[config.mk]
export PLATFORM = sky130hd
export DESIGN_NAME = mips_core
export DESIGN_NICKNAME = d
export VERILOG_FILES = /design/src/rtl/mips_pkg.sv /design/src/rtl/mips_core.sv /design/src/rtl/memory_stage.sv /design/src/rtl/execute_stage.sv /design/src/rtl/decode_stage.sv /design/src/rtl/hazard_unit.sv /design/src/rtl/fetch_stage.sv /design/src/rtl/reg_file.sv
export SDC_FILE = /design/constraint.sdc
export NUM_CORES = 2
export LEC_CHECK = 0
export ABC_CLOCK_PERIOD_IN_PS = 17900
export BUFFER_PORTS_ARGS = -buffer_cell sky130_fd_sc_hd__buf_2
export CORE_UTILIZATION = 45
export DETAILED_ROUTE_END_ITERATION = 12
export HOLD_SLACK_MARGIN = 0.06
export SETUP_SLACK_MARGIN = 0.2
export SLEW_MARGIN = 15
export SYNTH_ARGS = -nofsm -noshare
export SYNTH_HDL_FRONTEND = slang
export SYNTH_SLANG_ARGS = --single-unit
[constraint.sdc]
create_clock -name clk -period 17.9 [get_ports clk]
set_input_delay 3.58 -clock clk [delete_from_list [all_inputs] [get_ports clk]]
set_output_delay 3.58 -clock clk [all_outputs]
set_load 0.05 [all_outputs]
[src/rtl/mips_pkg.sv]
`default_nettype none

package mips_pkg;

   localparam int XLEN       = 32;
   localparam int REG_ADDR_W = 5;

   typedef enum logic [5:0] {
      OP_SPECIAL = 6'h00,
      OP_J       = 6'h02,
      OP_JAL     = 6'h03,
      OP_BEQ     = 6'h04,
      OP_BNE     = 6'h05,
      OP_ADDIU   = 6'h09,
      OP_SLTI    = 6'h0a,
      OP_ANDI    = 6'h0c,
      OP_ORI     = 6'h0d,
      OP_XORI    = 6'h0e,
      OP_LUI     = 6'h0f,
      OP_LW      = 6'h23,
      OP_SW      = 6'h2b
   } opcode_e;

   typedef enum logic [5:0] {
      FN_SLL  = 6'h00,
      FN_SRL  = 6'h02,
      FN_SRA  = 6'h03,
      FN_JR   = 6'h08,
      FN_ADDU = 6'h21,
      FN_SUBU = 6'h23,
      FN_AND  = 6'h24,
      FN_OR   = 6'h25,
      FN_XOR  = 6'h26,
      FN_NOR  = 6'h27,
      FN_SLT  = 6'h2a,
      FN_SLTU = 6'h2b
   } funct_e;

   typedef enum logic [3:0] {
      ALU_ADD, ALU_SUB, ALU_AND, ALU_OR, ALU_XOR, ALU_NOR,
      ALU_SLT, ALU_SLTU, ALU_SLL, ALU_SRL, ALU_SRA, ALU_LUI
   } alu_op_e;

   typedef enum logic [1:0] {SRC_A_REG, SRC_A_SHAMT, SRC_A_PC8} src_a_e;
   typedef enum logic [1:0] {SRC_B_REG, SRC_B_SEXT, SRC_B_ZEXT} src_b_e;

   typedef enum logic [2:0] {BR_NONE, BR_BEQ, BR_BNE, BR_J, BR_JR, BR_JAL} branch_e;

   typedef enum logic [1:0] {FWD_RF, FWD_EX, FWD_MEM} fwd_sel_e;

   typedef struct packed {
      opcode_e                opcode;
      logic [REG_ADDR_W-1:0]  rs;
      logic [REG_ADDR_W-1:0]  rt;
      logic [REG_ADDR_W-1:0]  rd;
      logic [4:0]             shamt;
      funct_e                 funct;
   } instr_r_t;

   typedef struct packed {
      opcode_e                opcode;
      logic [REG_ADDR_W-1:0]  rs;
      logic [REG_ADDR_W-1:0]  rt;
      logic [15:0]            imm16;
   } instr_i_t;

   // J-type index is the low 26 bits of either view
   typedef union packed {
      instr_r_t r;
      instr_i_t i;
   } instr_u;

   typedef struct packed {
      logic            valid;
      logic [XLEN-1:0] pc;
   } if_id_t;

   typedef struct packed {
      logic                  valid;
      logic [XLEN-1:0]       pc;
      alu_op_e               alu_op;
      logic [XLEN-1:0]       src_a;
      logic [XLEN-1:0]       src_b;
      logic [XLEN-1:0]       rt_data;
      branch_e               branch;
      logic [25:0]           target;
      logic                  mem_read;
      logic                  mem_write;
      logic                  wb_en;
      logic [REG_ADDR_W-1:0] wb_dest;
   } id_ex_t;

   typedef struct packed {
      logic                  valid;
      logic [XLEN-1:0]       pc;
      logic [XLEN-1:0]       result;
      logic                  mem_read;
      logic                  wb_en;
      logic [REG_ADDR_W-1:0] wb_dest;
   } ex_mem_t;

   typedef struct packed {
      logic                  valid;
      logic [XLEN-1:0]       pc;
      logic                  wb_en;
      logic [REG_ADDR_W-1:0] wb_dest;
      logic [XLEN-1:0]       wb_data;
   } mem_wb_t;

endpackage

`default_nettype wire
[src/rtl/mips_core.sv]
`timescale 1ns/10ps
`default_nettype none

module mips_core #(
   parameter logic [mips_pkg::XLEN-1:0] RESET_PC = 32'h0000_0000
) (
   input  wire                              clk,
   input  wire                              rst,
   output logic [mips_pkg::XLEN-1:0]        inst_addr_o,
   input  wire  [mips_pkg::XLEN-1:0]        inst_data_i,
   output logic                             data_en_o,
   output logic                             data_we_o,
   output logic [mips_pkg::XLEN-1:0]        data_addr_o,
   output logic [mips_pkg::XLEN-1:0]        data_wdata_o,
   input  wire  [mips_pkg::XLEN-1:0]        data_rdata_i,
   output logic [mips_pkg::XLEN-1:0]        wb_pc_o,
   output logic                             wb_rf_wen_o,
   output logic [mips_pkg::REG_ADDR_W-1:0]  wb_rf_wnum_o,
   output logic [mips_pkg::XLEN-1:0]        wb_rf_wdata_o
);
   mips_pkg::if_id_t                if_id;
   mips_pkg::id_ex_t                id_ex;
   mips_pkg::ex_mem_t               ex_mem;
   mips_pkg::mem_wb_t               mem_wb;
   mips_pkg::fwd_sel_e              fwd_a, fwd_b;
   logic                            stall, squash, redirect, wb_wen;
   logic [mips_pkg::XLEN-1:0]       target, ex_result, mem_result, rf_a, rf_b;
   logic [mips_pkg::REG_ADDR_W-1:0] rs, rt;

   fetch_stage #(.RESET_PC(RESET_PC)) i_fetch (
      .clk, .rst,
      .stall_i     (stall),
      .squash_i    (squash),
      .redirect_i  (redirect),
      .target_i    (target),
      .inst_addr_o (inst_addr_o),
      .if_id_o     (if_id)
   );

   decode_stage i_decode (
      .clk, .rst,
      .stall_i      (stall),
      .if_id_i      (if_id),
      .inst_i       (inst_data_i),
      .rf_a_i       (rf_a),
      .rf_b_i       (rf_b),
      .fwd_a_i      (fwd_a),
      .fwd_b_i      (fwd_b),
      .ex_result_i  (ex_result),
      .mem_result_i (mem_result),
      .rs_o         (rs),
      .rt_o         (rt),
      .id_ex_o      (id_ex)
   );

   reg_file i_reg_file (
      .clk, .rst,
      .raddr_a_i (rs),
      .raddr_b_i (rt),
      .rdata_a_o (rf_a),
      .rdata_b_o (rf_b),
      .wen_i     (wb_wen),
      .waddr_i   (mem_wb.wb_dest),
      .wdata_i   (mem_wb.wb_data)
   );

   hazard_unit i_hazard (
      .rs_i       (rs),
      .rt_i       (rt),
      .id_ex_i    (id_ex),
      .ex_mem_i   (ex_mem),
      .redirect_i (redirect),
      .stall_o    (stall),
      .squash_o   (squash),
      .fwd_a_o    (fwd_a),
      .fwd_b_o    (fwd_b)
   );

   execute_stage i_execute (
      .clk, .rst,
      .id_ex_i      (id_ex),
      .redirect_o   (redirect),
      .target_o     (target),
      .ex_result_o  (ex_result),
      .data_en_o    (data_en_o),
      .data_we_o    (data_we_o),
      .data_addr_o  (data_addr_o),
      .data_wdata_o (data_wdata_o),
      .ex_mem_o     (ex_mem)
   );

   memory_stage i_memory (
      .clk, .rst,
      .ex_mem_i     (ex_mem),
      .data_rdata_i (data_rdata_i),
      .mem_result_o (mem_result),
      .mem_wb_o     (mem_wb)
   );

   assign wb_wen        = mem_wb.valid & mem_wb.wb_en;
   assign wb_pc_o       = mem_wb.pc;
   assign wb_rf_wen_o   = wb_wen;
   assign wb_rf_wnum_o  = mem_wb.wb_dest;
   assign wb_rf_wdata_o = mem_wb.wb_data;

endmodule

`default_nettype wire

[src/rtl/memory_stage.sv]
`timescale 1ns/10ps
`default_nettype none

module memory_stage (
   input  wire                       clk,
   input  wire                       rst,
   input  wire  mips_pkg::ex_mem_t   ex_mem_i,
   input  wire  [mips_pkg::XLEN-1:0] data_rdata_i,
   output logic [mips_pkg::XLEN-1:0] mem_result_o,
   output mips_pkg::mem_wb_t         mem_wb_o
);
   // Load data returns the cycle after the execute request
   assign mem_result_o = ex_mem_i.mem_read ? data_rdata_i : ex_mem_i.result;

   always_ff @(posedge clk) begin
      if (rst) begin
         mem_wb_o.valid <= 1'b0;
         mem_wb_o.wb_en <= 1'b0;
      end else begin
         mem_wb_o.valid   <= ex_mem_i.valid;
         mem_wb_o.pc      <= ex_mem_i.pc;
         mem_wb_o.wb_en   <= ex_mem_i.wb_en;
         mem_wb_o.wb_dest <= ex_mem_i.wb_dest;
         mem_wb_o.wb_data <= mem_result_o;
      end
   end

endmodule

`default_nettype wire

[src/rtl/execute_stage.sv]
`timescale 1ns/10ps
`default_nettype none

module execute_stage (
   input  wire                       clk,
   input  wire                       rst,
   input  wire  mips_pkg::id_ex_t    id_ex_i,
   output logic                      redirect_o,
   output logic [mips_pkg::XLEN-1:0] target_o,
   output logic [mips_pkg::XLEN-1:0] ex_result_o,
   output logic                      data_en_o,
   output logic                      data_we_o,
   output logic [mips_pkg::XLEN-1:0] data_addr_o,
   output logic [mips_pkg::XLEN-1:0] data_wdata_o,
   output mips_pkg::ex_mem_t         ex_mem_o
);
   logic [mips_pkg::XLEN-1:0] a, b, pc_plus4;
   logic                      taken;

   assign a        = id_ex_i.src_a;
   assign b        = id_ex_i.src_b;
   assign pc_plus4 = id_ex_i.pc + 32'd4;

   always_comb begin
      case (id_ex_i.alu_op)
         mips_pkg::ALU_SUB:  ex_result_o = a - b;
         mips_pkg::ALU_AND:  ex_result_o = a & b;
         mips_pkg::ALU_OR:   ex_result_o = a | b;
         mips_pkg::ALU_XOR:  ex_result_o = a ^ b;
         mips_pkg::ALU_NOR:  ex_result_o = ~(a | b);
         mips_pkg::ALU_SLT:  ex_result_o = {31'd0, $signed(a) < $signed(b)};
         mips_pkg::ALU_SLTU: ex_result_o = {31'd0, a < b};
         mips_pkg::ALU_SLL:  ex_result_o = b << a[4:0];
         mips_pkg::ALU_SRL:  ex_result_o = b >> a[4:0];
         mips_pkg::ALU_SRA:  ex_result_o = $unsigned($signed(b) >>> a[4:0]);
         mips_pkg::ALU_LUI:  ex_result_o = {b[15:0], 16'd0};
         default:            ex_result_o = a + b;
      endcase
   end

   // Branch operands are rs on A and rt in rt_data
   always_comb begin
      case (id_ex_i.branch)
         mips_pkg::BR_BEQ: taken = id_ex_i.src_a == id_ex_i.rt_data;
         mips_pkg::BR_BNE: taken = id_ex_i.src_a != id_ex_i.rt_data;
         mips_pkg::BR_J,
         mips_pkg::BR_JAL,
         mips_pkg::BR_JR:  taken = 1'b1;
         default:          taken = 1'b0;
      endcase
      case (id_ex_i.branch)
         mips_pkg::BR_JR:  target_o = id_ex_i.src_a;
         mips_pkg::BR_J,
         mips_pkg::BR_JAL: target_o = {pc_plus4[31:28], id_ex_i.target, 2'b00};
         default: target_o = pc_plus4 + {{14{id_ex_i.target[15]}}, id_ex_i.target[15:0], 2'b00};
      endcase
   end

   assign redirect_o   = id_ex_i.valid & taken;
   assign data_en_o    = id_ex_i.valid & (id_ex_i.mem_read | id_ex_i.mem_write);
   assign data_we_o    = id_ex_i.valid & id_ex_i.mem_write;
   assign data_addr_o  = ex_result_o;
   assign data_wdata_o = id_ex_i.rt_data;

   always_ff @(posedge clk) begin
      if (rst) begin
         ex_mem_o.valid    <= 1'b0;
         ex_mem_o.mem_read <= 1'b0;
         ex_mem_o.wb_en    <= 1'b0;
      end else begin
         ex_mem_o.valid    <= id_ex_i.valid;
         ex_mem_o.pc       <= id_ex_i.pc;
         ex_mem_o.result   <= ex_result_o;
         ex_mem_o.mem_read <= id_ex_i.mem_read;
         ex_mem_o.wb_en    <= id_ex_i.wb_en;
         ex_mem_o.wb_dest  <= id_ex_i.wb_dest;
      end
   end

endmodule

`default_nettype wire

[src/rtl/decode_stage.sv]
`timescale 1ns/10ps
`default_nettype none

module decode_stage (
   input  wire                             clk,
   input  wire                             rst,
   input  wire                             stall_i,
   input  wire  mips_pkg::if_id_t          if_id_i,
   input  wire  mips_pkg::instr_u          inst_i,
   input  wire  [mips_pkg::XLEN-1:0]       rf_a_i,
   input  wire  [mips_pkg::XLEN-1:0]       rf_b_i,
   input  wire  mips_pkg::fwd_sel_e        fwd_a_i,
   input  wire  mips_pkg::fwd_sel_e        fwd_b_i,
   input  wire  [mips_pkg::XLEN-1:0]       ex_result_i,
   input  wire  [mips_pkg::XLEN-1:0]       mem_result_i,
   output logic [mips_pkg::REG_ADDR_W-1:0] rs_o,
   output logic [mips_pkg::REG_ADDR_W-1:0] rt_o,
   output mips_pkg::id_ex_t                id_ex_o
);
   mips_pkg::id_ex_t                id_ex_d;
   mips_pkg::alu_op_e               alu_op;
   mips_pkg::src_a_e                src_a;
   mips_pkg::src_b_e                src_b;
   mips_pkg::branch_e               branch;
   logic                            mem_read, mem_write, wb_en, is_jtype;
   logic [mips_pkg::REG_ADDR_W-1:0] wb_dest;
   logic [mips_pkg::XLEN-1:0]       rs_val, rt_val;

   function automatic logic [mips_pkg::XLEN-1:0] fwd_mux(
      input mips_pkg::fwd_sel_e        sel,
      input logic [mips_pkg::XLEN-1:0] rf,
      input logic [mips_pkg::XLEN-1:0] ex,
      input logic [mips_pkg::XLEN-1:0] mem
   );
      case (sel)
         mips_pkg::FWD_EX:  return ex;
         mips_pkg::FWD_MEM: return mem;
         default:           return rf;
      endcase
   endfunction

   // J and JAL read r0 on both ports, so JAL sees zero on operand B
   assign is_jtype = inst_i.i.opcode inside {mips_pkg::OP_J, mips_pkg::OP_JAL};
   assign rs_o     = is_jtype ? '0 : inst_i.i.rs;
   assign rt_o     = is_jtype ? '0 : inst_i.i.rt;
   assign rs_val   = fwd_mux(fwd_a_i, rf_a_i, ex_result_i, mem_result_i);
   assign rt_val   = fwd_mux(fwd_b_i, rf_b_i, ex_result_i, mem_result_i);

   always_comb begin
      alu_op    = mips_pkg::ALU_ADD;
      src_a     = mips_pkg::SRC_A_REG;
      src_b     = mips_pkg::SRC_B_REG;
      branch    = mips_pkg::BR_NONE;
      mem_read  = 1'b0;
      mem_write = 1'b0;
      wb_en     = 1'b1;
      wb_dest   = inst_i.i.rt;
      case (inst_i.i.opcode)
         mips_pkg::OP_SPECIAL: begin
            wb_dest = inst_i.r.rd;
            case (inst_i.r.funct)
               mips_pkg::FN_ADDU: alu_op = mips_pkg::ALU_ADD;
               mips_pkg::FN_SUBU: alu_op = mips_pkg::ALU_SUB;
               mips_pkg::FN_AND:  alu_op = mips_pkg::ALU_AND;
               mips_pkg::FN_OR:   alu_op = mips_pkg::ALU_OR;
               mips_pkg::FN_XOR:  alu_op = mips_pkg::ALU_XOR;
               mips_pkg::FN_NOR:  alu_op = mips_pkg::ALU_NOR;
               mips_pkg::FN_SLT:  alu_op = mips_pkg::ALU_SLT;
               mips_pkg::FN_SLTU: alu_op = mips_pkg::ALU_SLTU;
               mips_pkg::FN_SLL,
               mips_pkg::FN_SRL,
               mips_pkg::FN_SRA: begin
                  src_a  = mips_pkg::SRC_A_SHAMT;
                  alu_op = (inst_i.r.funct == mips_pkg::FN_SLL) ? mips_pkg::ALU_SLL :
                           (inst_i.r.funct == mips_pkg::FN_SRL) ? mips_pkg::ALU_SRL :
                                                                  mips_pkg::ALU_SRA;
               end
               mips_pkg::FN_JR: begin
                  branch = mips_pkg::BR_JR;
                  wb_en  = 1'b0;
               end
               default: wb_en = 1'b0;
            endcase
         end
         mips_pkg::OP_ADDIU: src_b = mips_pkg::SRC_B_SEXT;
         mips_pkg::OP_SLTI: begin
            alu_op = mips_pkg::ALU_SLT;
            src_b  = mips_pkg::SRC_B_SEXT;
         end
         mips_pkg::OP_ANDI: begin
            alu_op = mips_pkg::ALU_AND;
            src_b  = mips_pkg::SRC_B_ZEXT;
         end
         mips_pkg::OP_ORI: begin
            alu_op = mips_pkg::ALU_OR;
            src_b  = mips_pkg::SRC_B_ZEXT;
         end
         mips_pkg::OP_XORI: begin
            alu_op = mips_pkg::ALU_XOR;
            src_b  = mips_pkg::SRC_B_ZEXT;
         end
         mips_pkg::OP_LUI: begin
            alu_op = mips_pkg::ALU_LUI;
            src_b  = mips_pkg::SRC_B_ZEXT;
         end
         mips_pkg::OP_LW: begin
            src_b    = mips_pkg::SRC_B_SEXT;
            mem_read = 1'b1;
         end
         mips_pkg::OP_SW: begin
            src_b     = mips_pkg::SRC_B_SEXT;
            mem_write = 1'b1;
            wb_en     = 1'b0;
         end
         mips_pkg::OP_BEQ: begin
            branch = mips_pkg::BR_BEQ;
            wb_en  = 1'b0;
         end
         mips_pkg::OP_BNE: begin
            branch = mips_pkg::BR_BNE;
            wb_en  = 1'b0;
         end
         mips_pkg::OP_J: begin
            branch = mips_pkg::BR_J;
            wb_en  = 1'b0;
         end
         mips_pkg::OP_JAL: begin
            branch  = mips_pkg::BR_JAL;
            src_a   = mips_pkg::SRC_A_PC8;
            wb_dest = 5'd31;
         end
         default: wb_en = 1'b0;
      endcase
   end

   always_comb begin
      id_ex_d.valid     = if_id_i.valid;
      id_ex_d.pc        = if_id_i.pc;
      id_ex_d.alu_op    = alu_op;
      case (src_a)
         mips_pkg::SRC_A_SHAMT: id_ex_d.src_a = {27'd0, inst_i.r.shamt};
         mips_pkg::SRC_A_PC8:   id_ex_d.src_a = if_id_i.pc + 32'd8;
         default:               id_ex_d.src_a = rs_val;
      endcase
      case (src_b)
         mips_pkg::SRC_B_SEXT: id_ex_d.src_b = {{16{inst_i.i.imm16[15]}}, inst_i.i.imm16};
         mips_pkg::SRC_B_ZEXT: id_ex_d.src_b = {16'd0, inst_i.i.imm16};
         default:              id_ex_d.src_b = rt_val;
      endcase
      id_ex_d.rt_data   = rt_val;
      id_ex_d.branch    = if_id_i.valid ? branch : mips_pkg::BR_NONE;
      id_ex_d.target    = inst_i[25:0];
      id_ex_d.mem_read  = if_id_i.valid & mem_read;
      id_ex_d.mem_write = if_id_i.valid & mem_write;
      id_ex_d.wb_en     = if_id_i.valid & wb_en & (wb_dest != '0);
      id_ex_d.wb_dest   = wb_dest;
   end

   always_ff @(posedge clk) begin
      if (rst || stall_i) begin
         id_ex_o.valid     <= 1'b0;
         id_ex_o.branch    <= mips_pkg::BR_NONE;
         id_ex_o.mem_read  <= 1'b0;
         id_ex_o.mem_write <= 1'b0;
         id_ex_o.wb_en     <= 1'b0;
      end else begin
         id_ex_o <= id_ex_d;
      end
   end

endmodule

`default_nettype wire

[src/rtl/hazard_unit.sv]
`timescale 1ns/10ps
`default_nettype none

module hazard_unit (
   input  wire  [mips_pkg::REG_ADDR_W-1:0] rs_i,
   input  wire  [mips_pkg::REG_ADDR_W-1:0] rt_i,
   input  wire  mips_pkg::id_ex_t          id_ex_i,
   input  wire  mips_pkg::ex_mem_t         ex_mem_i,
   input  wire                             redirect_i,
   output logic                            stall_o,
   output logic                            squash_o,
   output mips_pkg::fwd_sel_e              fwd_a_o,
   output mips_pkg::fwd_sel_e              fwd_b_o
);
   // Youngest producer wins
   function automatic mips_pkg::fwd_sel_e pick(
      input logic [mips_pkg::REG_ADDR_W-1:0] src,
      input mips_pkg::id_ex_t                ex,
      input mips_pkg::ex_mem_t               mem
   );
      if (src != '0 && ex.wb_en && ex.wb_dest == src)
         return mips_pkg::FWD_EX;
      if (src != '0 && mem.wb_en && mem.wb_dest == src)
         return mips_pkg::FWD_MEM;
      return mips_pkg::FWD_RF;
   endfunction

   assign fwd_a_o  = pick(rs_i, id_ex_i, ex_mem_i);
   assign fwd_b_o  = pick(rt_i, id_ex_i, ex_mem_i);
   assign stall_o  = id_ex_i.mem_read && id_ex_i.wb_dest != '0 &&
                     (id_ex_i.wb_dest == rs_i || id_ex_i.wb_dest == rt_i);
   assign squash_o = redirect_i;

   // A held branch would lose its delay slot
   always_comb begin
      assert final (!(stall_o && redirect_i)) else $error("stall during redirect");
   end

endmodule

`default_nettype wire

[src/rtl/fetch_stage.sv]
`timescale 1ns/10ps
`default_nettype none

module fetch_stage #(
   parameter logic [mips_pkg::XLEN-1:0] RESET_PC = 32'h0000_0000
) (
   input  wire                       clk,
   input  wire                       rst,
   input  wire                       stall_i,
   input  wire                       squash_i,
   input  wire                       redirect_i,
   input  wire  [mips_pkg::XLEN-1:0] target_i,
   output logic [mips_pkg::XLEN-1:0] inst_addr_o,
   output mips_pkg::if_id_t          if_id_o
);
   logic [mips_pkg::XLEN-1:0] pc_q;

   always_ff @(posedge clk) begin
      if (rst) begin
         pc_q          <= RESET_PC;
         if_id_o.valid <= 1'b0;
      end else if (!stall_i) begin
         pc_q          <= redirect_i ? target_i : pc_q + 32'd4;
         if_id_o.valid <= !squash_i;
         if_id_o.pc    <= pc_q;
      end
   end

   // Refetch the word held in decode so it is on the bus again next cycle
   assign inst_addr_o = stall_i ? if_id_o.pc : pc_q;

   pc_aligned: assert property (@(posedge clk) disable iff (rst) pc_q[1:0] == 2'b00)
      else $error("fetch PC not word aligned");

endmodule

`default_nettype wire

[src/rtl/reg_file.sv]
`timescale 1ns/10ps
`default_nettype none

module reg_file (
   input  wire                             clk,
   input  wire                             rst,
   input  wire  [mips_pkg::REG_ADDR_W-1:0] raddr_a_i,
   input  wire  [mips_pkg::REG_ADDR_W-1:0] raddr_b_i,
   output logic [mips_pkg::XLEN-1:0]       rdata_a_o,
   output logic [mips_pkg::XLEN-1:0]       rdata_b_o,
   input  wire                             wen_i,
   input  wire  [mips_pkg::REG_ADDR_W-1:0] waddr_i,
   input  wire  [mips_pkg::XLEN-1:0]       wdata_i
);
   logic [mips_pkg::XLEN-1:0] regs [2**mips_pkg::REG_ADDR_W];

   always_ff @(posedge clk) begin
      if (rst) begin
         for (int i = 0; i < 2**mips_pkg::REG_ADDR_W; i++)
            regs[i] <= '0;
      end else if (wen_i) begin
         regs[waddr_i] <= wdata_i;
      end
   end

   // Write-through so decode sees the value retiring this cycle
   always_comb begin
      rdata_a_o = (wen_i && waddr_i == raddr_a_i) ? wdata_i : regs[raddr_a_i];
      rdata_b_o = (wen_i && waddr_i == raddr_b_i) ? wdata_i : regs[raddr_b_i];
      if (raddr_a_i == '0)
         rdata_a_o = '0;
      if (raddr_b_i == '0)
         rdata_b_o = '0;
   end

   no_r0_write: assert property (@(posedge clk) disable iff (rst) wen_i |-> waddr_i != '0)
      else $error("write to register 0");

endmodule

`default_nettype wire

# Yosys cells after proc, flatten, opt, wreduce, memory -nomap -nowiden
# Memory sizes are Yosys's and may differ from the RTL's.
# Index checks and enable logic that the tools add are counted.
# op_classes
addsub	6
magnitude_cmp	2
eq_ne	55
shifts	3
mux	52
n_bitwise	16
reduce_logical	34
# op_table
operator	count
case mux 32 bit (11 select lines)	1
case mux 32 bit (2 select lines)	5
2-to-1 mux 32 bit	8
adder 32 x 3 -> 32 bit, second input constant	2
adder 32 bit	2
< comparator 32 bit	2
== test 6 bit, second input constant	10
== test 6 x 4 -> 1 bit, second input constant	7
adder 32 x 4 -> 32 bit, second input constant	1
bitwise AND 32 bit	1
== test 32 bit	1
!= test 32 bit	1
inverter 32 bit	1
bitwise OR 32 bit	1
case mux 4 bit (8 select lines)	1
OR reduction 32 bit	1
left shift 32 x 5 -> 32 bit	1
>> shifter 32 x 5 -> 32 bit	1
>>> shifter 32 x 5 -> 32 bit	1
subtractor 32 bit	1
XOR 32 bit	1
== test 5 bit	6
== test 6 x 2 -> 1 bit, second input constant	4
case mux 4 bit (6 select lines)	1
36 further kinds	107
# word_totals
ff_bits	378
ram_bits	1024
inputBits	66
output_inout_bits	168
elab_cells	195
n_memories	1
# mem_list
name	depth	width	read_ports	rd_ports_with_merged_regs	write_ports	line	source
i_reg_file.regs	32	32	2	0	32	reg_file.sv:15	logic [mips_pkg::XLEN-1:0] regs [2**mips_pkg::REG_ADDR_W];

# Logic depth before layout (Yosys ltp)
# depth
depth_word	13
mapped_depth	20
ltp_nobuf	19

# Hierarchy
# A second synthesis with hierarchy kept.
# unflattened
cells_unflattened	6981
area_unflattened_um2	84586.1
# by_module_without_submodules
mod	instances	cells_per_inst	area_each_um2	seq_area_each_um2
reg_file	1	3832	55259.2	30749.5
execute_stage	1	1874	14372.5	2132.0
decode_stage	1	763	8393.0	5034.8
fetch_stage	1	358	3545.9	1621.6
memory_stage	1	110	2672.6	2112.0
hazard_unit	1	43	336.6	0.0
mips_core	1	1	6.3	0.0

# Worst setup path before layout
# No wires, ideal clock.
# synth_timing
path_type	input -> register
start	in inst_data_i[29] in the netlist's numbering
end	reg i_decode.id_ex_o[6] in the netlist's numbering
setup_time_ns	0.080
t_arrival_ns	14.980
required_time_ns	17.820
setup_slack_ns	2.840
stages	12
path_buffers	3
path_cell_list	buf_2 > or4_1 > buf_2 > o21ai_4 > xnor2_1 > o31ai_1 > o311a_1 > buf_2 > nor2_1 > nand2_1 > or4_1 > nor3b_1
# synth_via
elab_chain_len	7
word_cells_on_any_way	13
cone_classes	5 x eq/ne; 3 x mux; 1 x bitwise; 4 x reduce/logical
# synth_rtl
element	line	source
start, declared	mips_core.sv:10	input wire [mips_pkg::XLEN-1:0] inst_data_i,
== test 6 x 2 -> 1 bit	decode_stage.sv:43	assign is_jtype = inst_i.i.opcode inside {mips_pkg::OP_J, mips_pkg::OP_JAL};
nonzero test 2 bit	decode_stage.sv:43	
2-to-1 mux 5 bit (on tied branches)	decode_stage.sv:44, decode_stage.sv:45	
== test 5 bit	hazard_unit.sv:31	(id_ex_i.wb_dest == rs_i || id_ex_i.wb_dest == rt_i);
logical OR 1 bit	hazard_unit.sv:31	
logical AND 1 bit	hazard_unit.sv:30	assign stall_o = id_ex_i.mem_read && id_ex_i.wb_dest != '0 &&
logical OR 1 bit	decode_stage.sv:160	if (rst || stall_i) begin
end signal, assigned	decode_stage.sv:167	id_ex_o <= id_ex_d;
end, declared	decode_stage.sv:18	output mips_pkg::id_ex_t id_ex_o
# Several ways; a longest one is shown, not always the timed one.
# A chain may end at the register's enable or synchronous reset.

# Worst setup path in the final report
# layout_timing
start	in inst_data_i[28] in the netlist's numbering
end	out inst_addr_o[14] in the netlist's numbering
# layout_via
elab_chain_len	7
word_cells_on_any_way	10
cone_classes	4 x eq/ne; 3 x mux; 3 x reduce/logical
# layout_rtl
element	line	source
== test 6 x 2 -> 1 bit	decode_stage.sv:43	
nonzero test 2 bit *	decode_stage.sv:43	
2-to-1 mux 5 bit (on tied branches)	decode_stage.sv:44, decode_stage.sv:45	
== test 5 bit	hazard_unit.sv:31	
logical OR 1 bit *	hazard_unit.sv:31	
logical AND 1 bit *	hazard_unit.sv:30	
2-to-1 mux 32 bit *	fetch_stage.sv:30	assign inst_addr_o = stall_i ? if_id_o.pc : pc_q;
end, declared	mips_core.sv:9	output logic [mips_pkg::XLEN-1:0] inst_addr_o,
# Mark *: on every way between the ends. The rest lies on a longest branch, timed or not.

==> flow_metrics.py <==
metrics = {
    "detailed_routing": {
        "first_iter_violations": 13600,
        "drt_pre_antenna_iters": 9,
        "detail_route.wirelength_um": 425000,
        "antenna_left": 0,
        "drc": 0,
        "routed_via_density": 7.09,
        "routed_length_per_placed_instance_um": 38.2,
        "num_vias": 78900,
    },
    "floorplanning": {
        "rows": 160,
        "core_area_um2": 191000,
        "pin_count": 234,
        "initial_utilization_pct": 45.5,
        "die_y_um": 441,
        "die_w_um": 441,
        "die-area_um2": 195000,
    },
    "synth": {
        "synth.top_cell.area_share_pct": 46.9,
        "synth_nets": 8873,
        "synth.area.top_cells": "sky130_fd_sc_hd__edfxtp_1 (47%), sky130_fd_sc_hd__and2_1 (7.2%), sky130_fd_sc_hd__nand2_1 (4.4%), sky130_fd_sc_hd__mux2i_1 (3.6%), sky130_fd_sc_hd__mux4_2 (2.9%)",
        "synth_edf_count": 1357,
        "post_synth_num_cell_types": 103,
        "synth_seq_area_share_pct": 47.9,
        "cell_taking_the_most_area_after_synthesis": "sky130_fd_sc_hd__edfxtp_1",
        "synth-main-ff-cell": "sky130_fd_sc_hd__edfxtp_1",
        "ys_warn_count": 0,
        "syn_area_per_cell_um2": 10.0,
        "async_flop_share_pct": 0,
        "number_of_flip_flops_and_latches_in_the_synthesized_netlist": 1402,
        "netlist_instances": 8672,
        "syn_area_um2": 86900,
    },
    "timing": {
        "setup-tns-final_ps": 0,
        "hold_viol_final": 0,
        "fmax_mhz": 91.6,
        "timing.max_slew.rel_slack_pct": 6.21,
        "worst-slew-pin-transition_ps": 1400,
        "clock_skew_ps": 57.7,
        "timing.final.setup_violations": 0,
        "rsz0062_at_grt": "no",
        "report.final.slew_viol_count": 0,
        "timing.final.crit_period_ps": 10910,
        "finalCritPeriodShare_pct": 61.0,
    },
    "placed_design": {
        "io_buffer_count": 233,
        "gp_congestion": 0.993,
        "dp.final_hpwl_um": 272000,
    },
    "critical_path": {
        "worstRegToRegCells": 15,
        "rr_startpoint": "i_decode.id_ex_o[101]",
        "timing.critical_path.max_delay_family": "buffers and inverters",
        "critical_path_arrival_ps": 7330,
        "worst_path_largest_cell_delay_ps": 870,
        "ff2ff_setup_slack_ps": 11890,
        "crit_type": "input pin to primary output",
        "rr_endpoint": "i_execute.ex_mem_o[33]",
        "critical_path.endpoint_type": "primary output",
        "cpMaxStageDelayCell": "sky130_fd_sc_hd__or4_1",
        "start_kind": "input pin",
        "critical_path.cell_chain": "buf_2, or4_1, o21ai_4, buf_4, xnor2_1, o31ai_1, o311a_2, buf_4, nand2_1, o21ai_0, buf_2",
        "worst_ep_required_time_ps": 14320,
        "critical_path.max_fanout": 55,
        "cp_num_buf_inv": 4,
    },
    "min_path": {
        "holdPathStages": 0,
        "min_to": "i_memory.mem_wb_o[56]",
        "worstHoldStart": "i_execute.ex_mem_o[57]",
        "hold_class": "flip-flop to flip-flop",
    },
    "clock_network": {
        "cts_inserted_buffers": 156,
        "tritoncts": "yes",
        "cts.repair.resized": 0,
        "cts-hold-fix-buffers": 0,
        "clock-sinks": 1402,
        "clock_latency_ps": 870,
        "cts.htree.levels": 4,
        "cts_max_path_buffers": 3,
        "post_cts_buffers": 0,
        "clock_tree.root_cell": "sky130_fd_sc_hd__clkbuf_16",
        "worst_setup_hold_path_clk_slew_ps": 60,
    },
    "global_routing": {
        "largest_net_degree_at_the_start_of_global_routing": 96,
        "globalRoute.totalOverflow": 0,
        "grt_antenna_before_repair": 43,
        "first_global_vias": 72400,
        "groute.usage.overall_pct": 42.3,
        "wire_length_of_the_first_global_routing_pass_um": 579000,
    },
    "pwr": {
        "netSwitchingFraction_pct": 33.7,
        "vdd.ir_drop.worst_mv": 0.0719,
        "pwr_density_cell_nw_per_um2": 96.8,
        "internal-power_w": 0.00614,
        "gate_power_share_pct": 22.6,
        "report.power.total_w": 0.00925,
        "p_switching_w": 0.00312,
        "power_frac_clock_pct": 35.0,
        "leakage_power_nw": 35.6,
        "share_seq_of_total_power_pct": 42.4,
    },
    "final_layout": {
        "final_layout_size_suffix_gt1_share_pct": 13.5,
        "mostFrequentLayoutCell": "sky130_fd_sc_hd__edfxtp_1",
        "layout_common_cells": "sky130_fd_sc_hd__edfxtp_1 (1,357), sky130_fd_sc_hd__nand2_1 (1,028), sky130_fd_sc_hd__and2_1 (996)",
        "layout_net_count": 8681,
        "area_growth_pct": 9.96,
        "postLayoutCoreUtil_pct": 50.0,
    },
    "job": {
        "maxCapViolations": 0,
    },
    "outcome": {
        "result_of_the_run": "finished clean",
    },
}
power by group through the flow:
stage	registers, W	logic, W	clock network (W)
5_1_grt	0.00392	0.00212	0.00334
2_1_floorplan	0.00391	0.00119	0
6_report	0.00392	0.00209	0.00324
4_1_cts	0.00392	0.00198	0.00322
3_5_place_dp	0.00398	0.00197	0
3_3_place_gp	0.00398	0.00197	0
cells in the mapped netlist (all sizes together) (101+ instances only):
library cell,count
a221oi,140
ha,132
nand2,1031
and2,1006
o21ai,459
xnor2,101
nor2,416
nor3,132
mux2i,313
a31oi,136
edfxtp,1357
inv,168
a21oi,492
mux4,111
mux2,128
clkbuf,551
buf,340
nand3,297
a211oi,118
metrics by stage:
stage	instances	hold slack, ps	cell area (um^2)	setup slack [ps]
after floorplan	8672	400	86900	2840
after global placement	10800	402	90500	7230
after detailed placement	10800	405	90500	7110
after CTS	11100	416	95500	7100
after global routing	11100	417	95500	6880
final	11100	413	95600	6990
per-layer routing:
metal | up-vias | share of wire [%] | GRT usage [%]
met5 | - | 0.12 | 0.562
met4 | 48 | 8.4 | 29.2
met3 | 1847 | 15 | 15.0
met2 | 7078 | 42 | 61.3
met1 | 38300 | 35 | 52.5
li1 | 31600 | - | -
cells by family (layout without fill, tap and decap cells):
family,count (synthesis),in the layout,share of synthesized area [%]
DFF,1402,1402,47.9
adders and majority gates,135,135,1.97
AOI/OAI and AO/OA,2119,2119,16.3
buffers and inverters,1065,1000,5.34
xor gates and xnor gates,136,136,1.37
muxes,552,552,8.14
other,0,18,0
and+or+nand+nor,3263,3263,18.9
sequential cells by signal, indices dropped and copies added, names as in the netlist:
signal / flops
i_reg_file.regs: 1024
i_fetch.pc_q: 32
i_decode.id_ex_o: 170
i_memory.mem_wb_o: 71
i_execute.ex_mem_o: 72
i_fetch.if_id_o: 33
worst max path at each step:
stage	from	end	slack, ps	cells past startpoint
after CTS	inst_data_i[28]	inst_addr_o[14]	7100	11
after global placement	inst_data_i[28]	inst_addr_o[11]	7230	11
after floorplan	inst_data_i[29]	i_decode.id_ex_o[6]	2840	12
after global routing	inst_data_i[28]	inst_addr_o[11]	6880	11
after detailed placement	inst_data_i[28]	inst_addr_o[14]	7110	11
final	inst_data_i[28]	inst_addr_o[14]	6990	11
cell type report:
| cell class | count | area (um^2) |
|---|---|---|
| Clock inverter | 75 | 673 |
| Sequential cell | 1402 | 41700 |
| Antenna cell | 18 | 45.0 |
| Inverter | 174 | 661 |
| Multi-Input combinational cell | 6205 | 41500 |
| Clock buffer | 210 | 4260 |
| Timing Repair Buffer | 541 | 3640 |
| Tap cell | 2511 | 3140 |
| Fill cell | 17100 | 95400 |
Note: power is estimated with default switching activity, not from simulation.
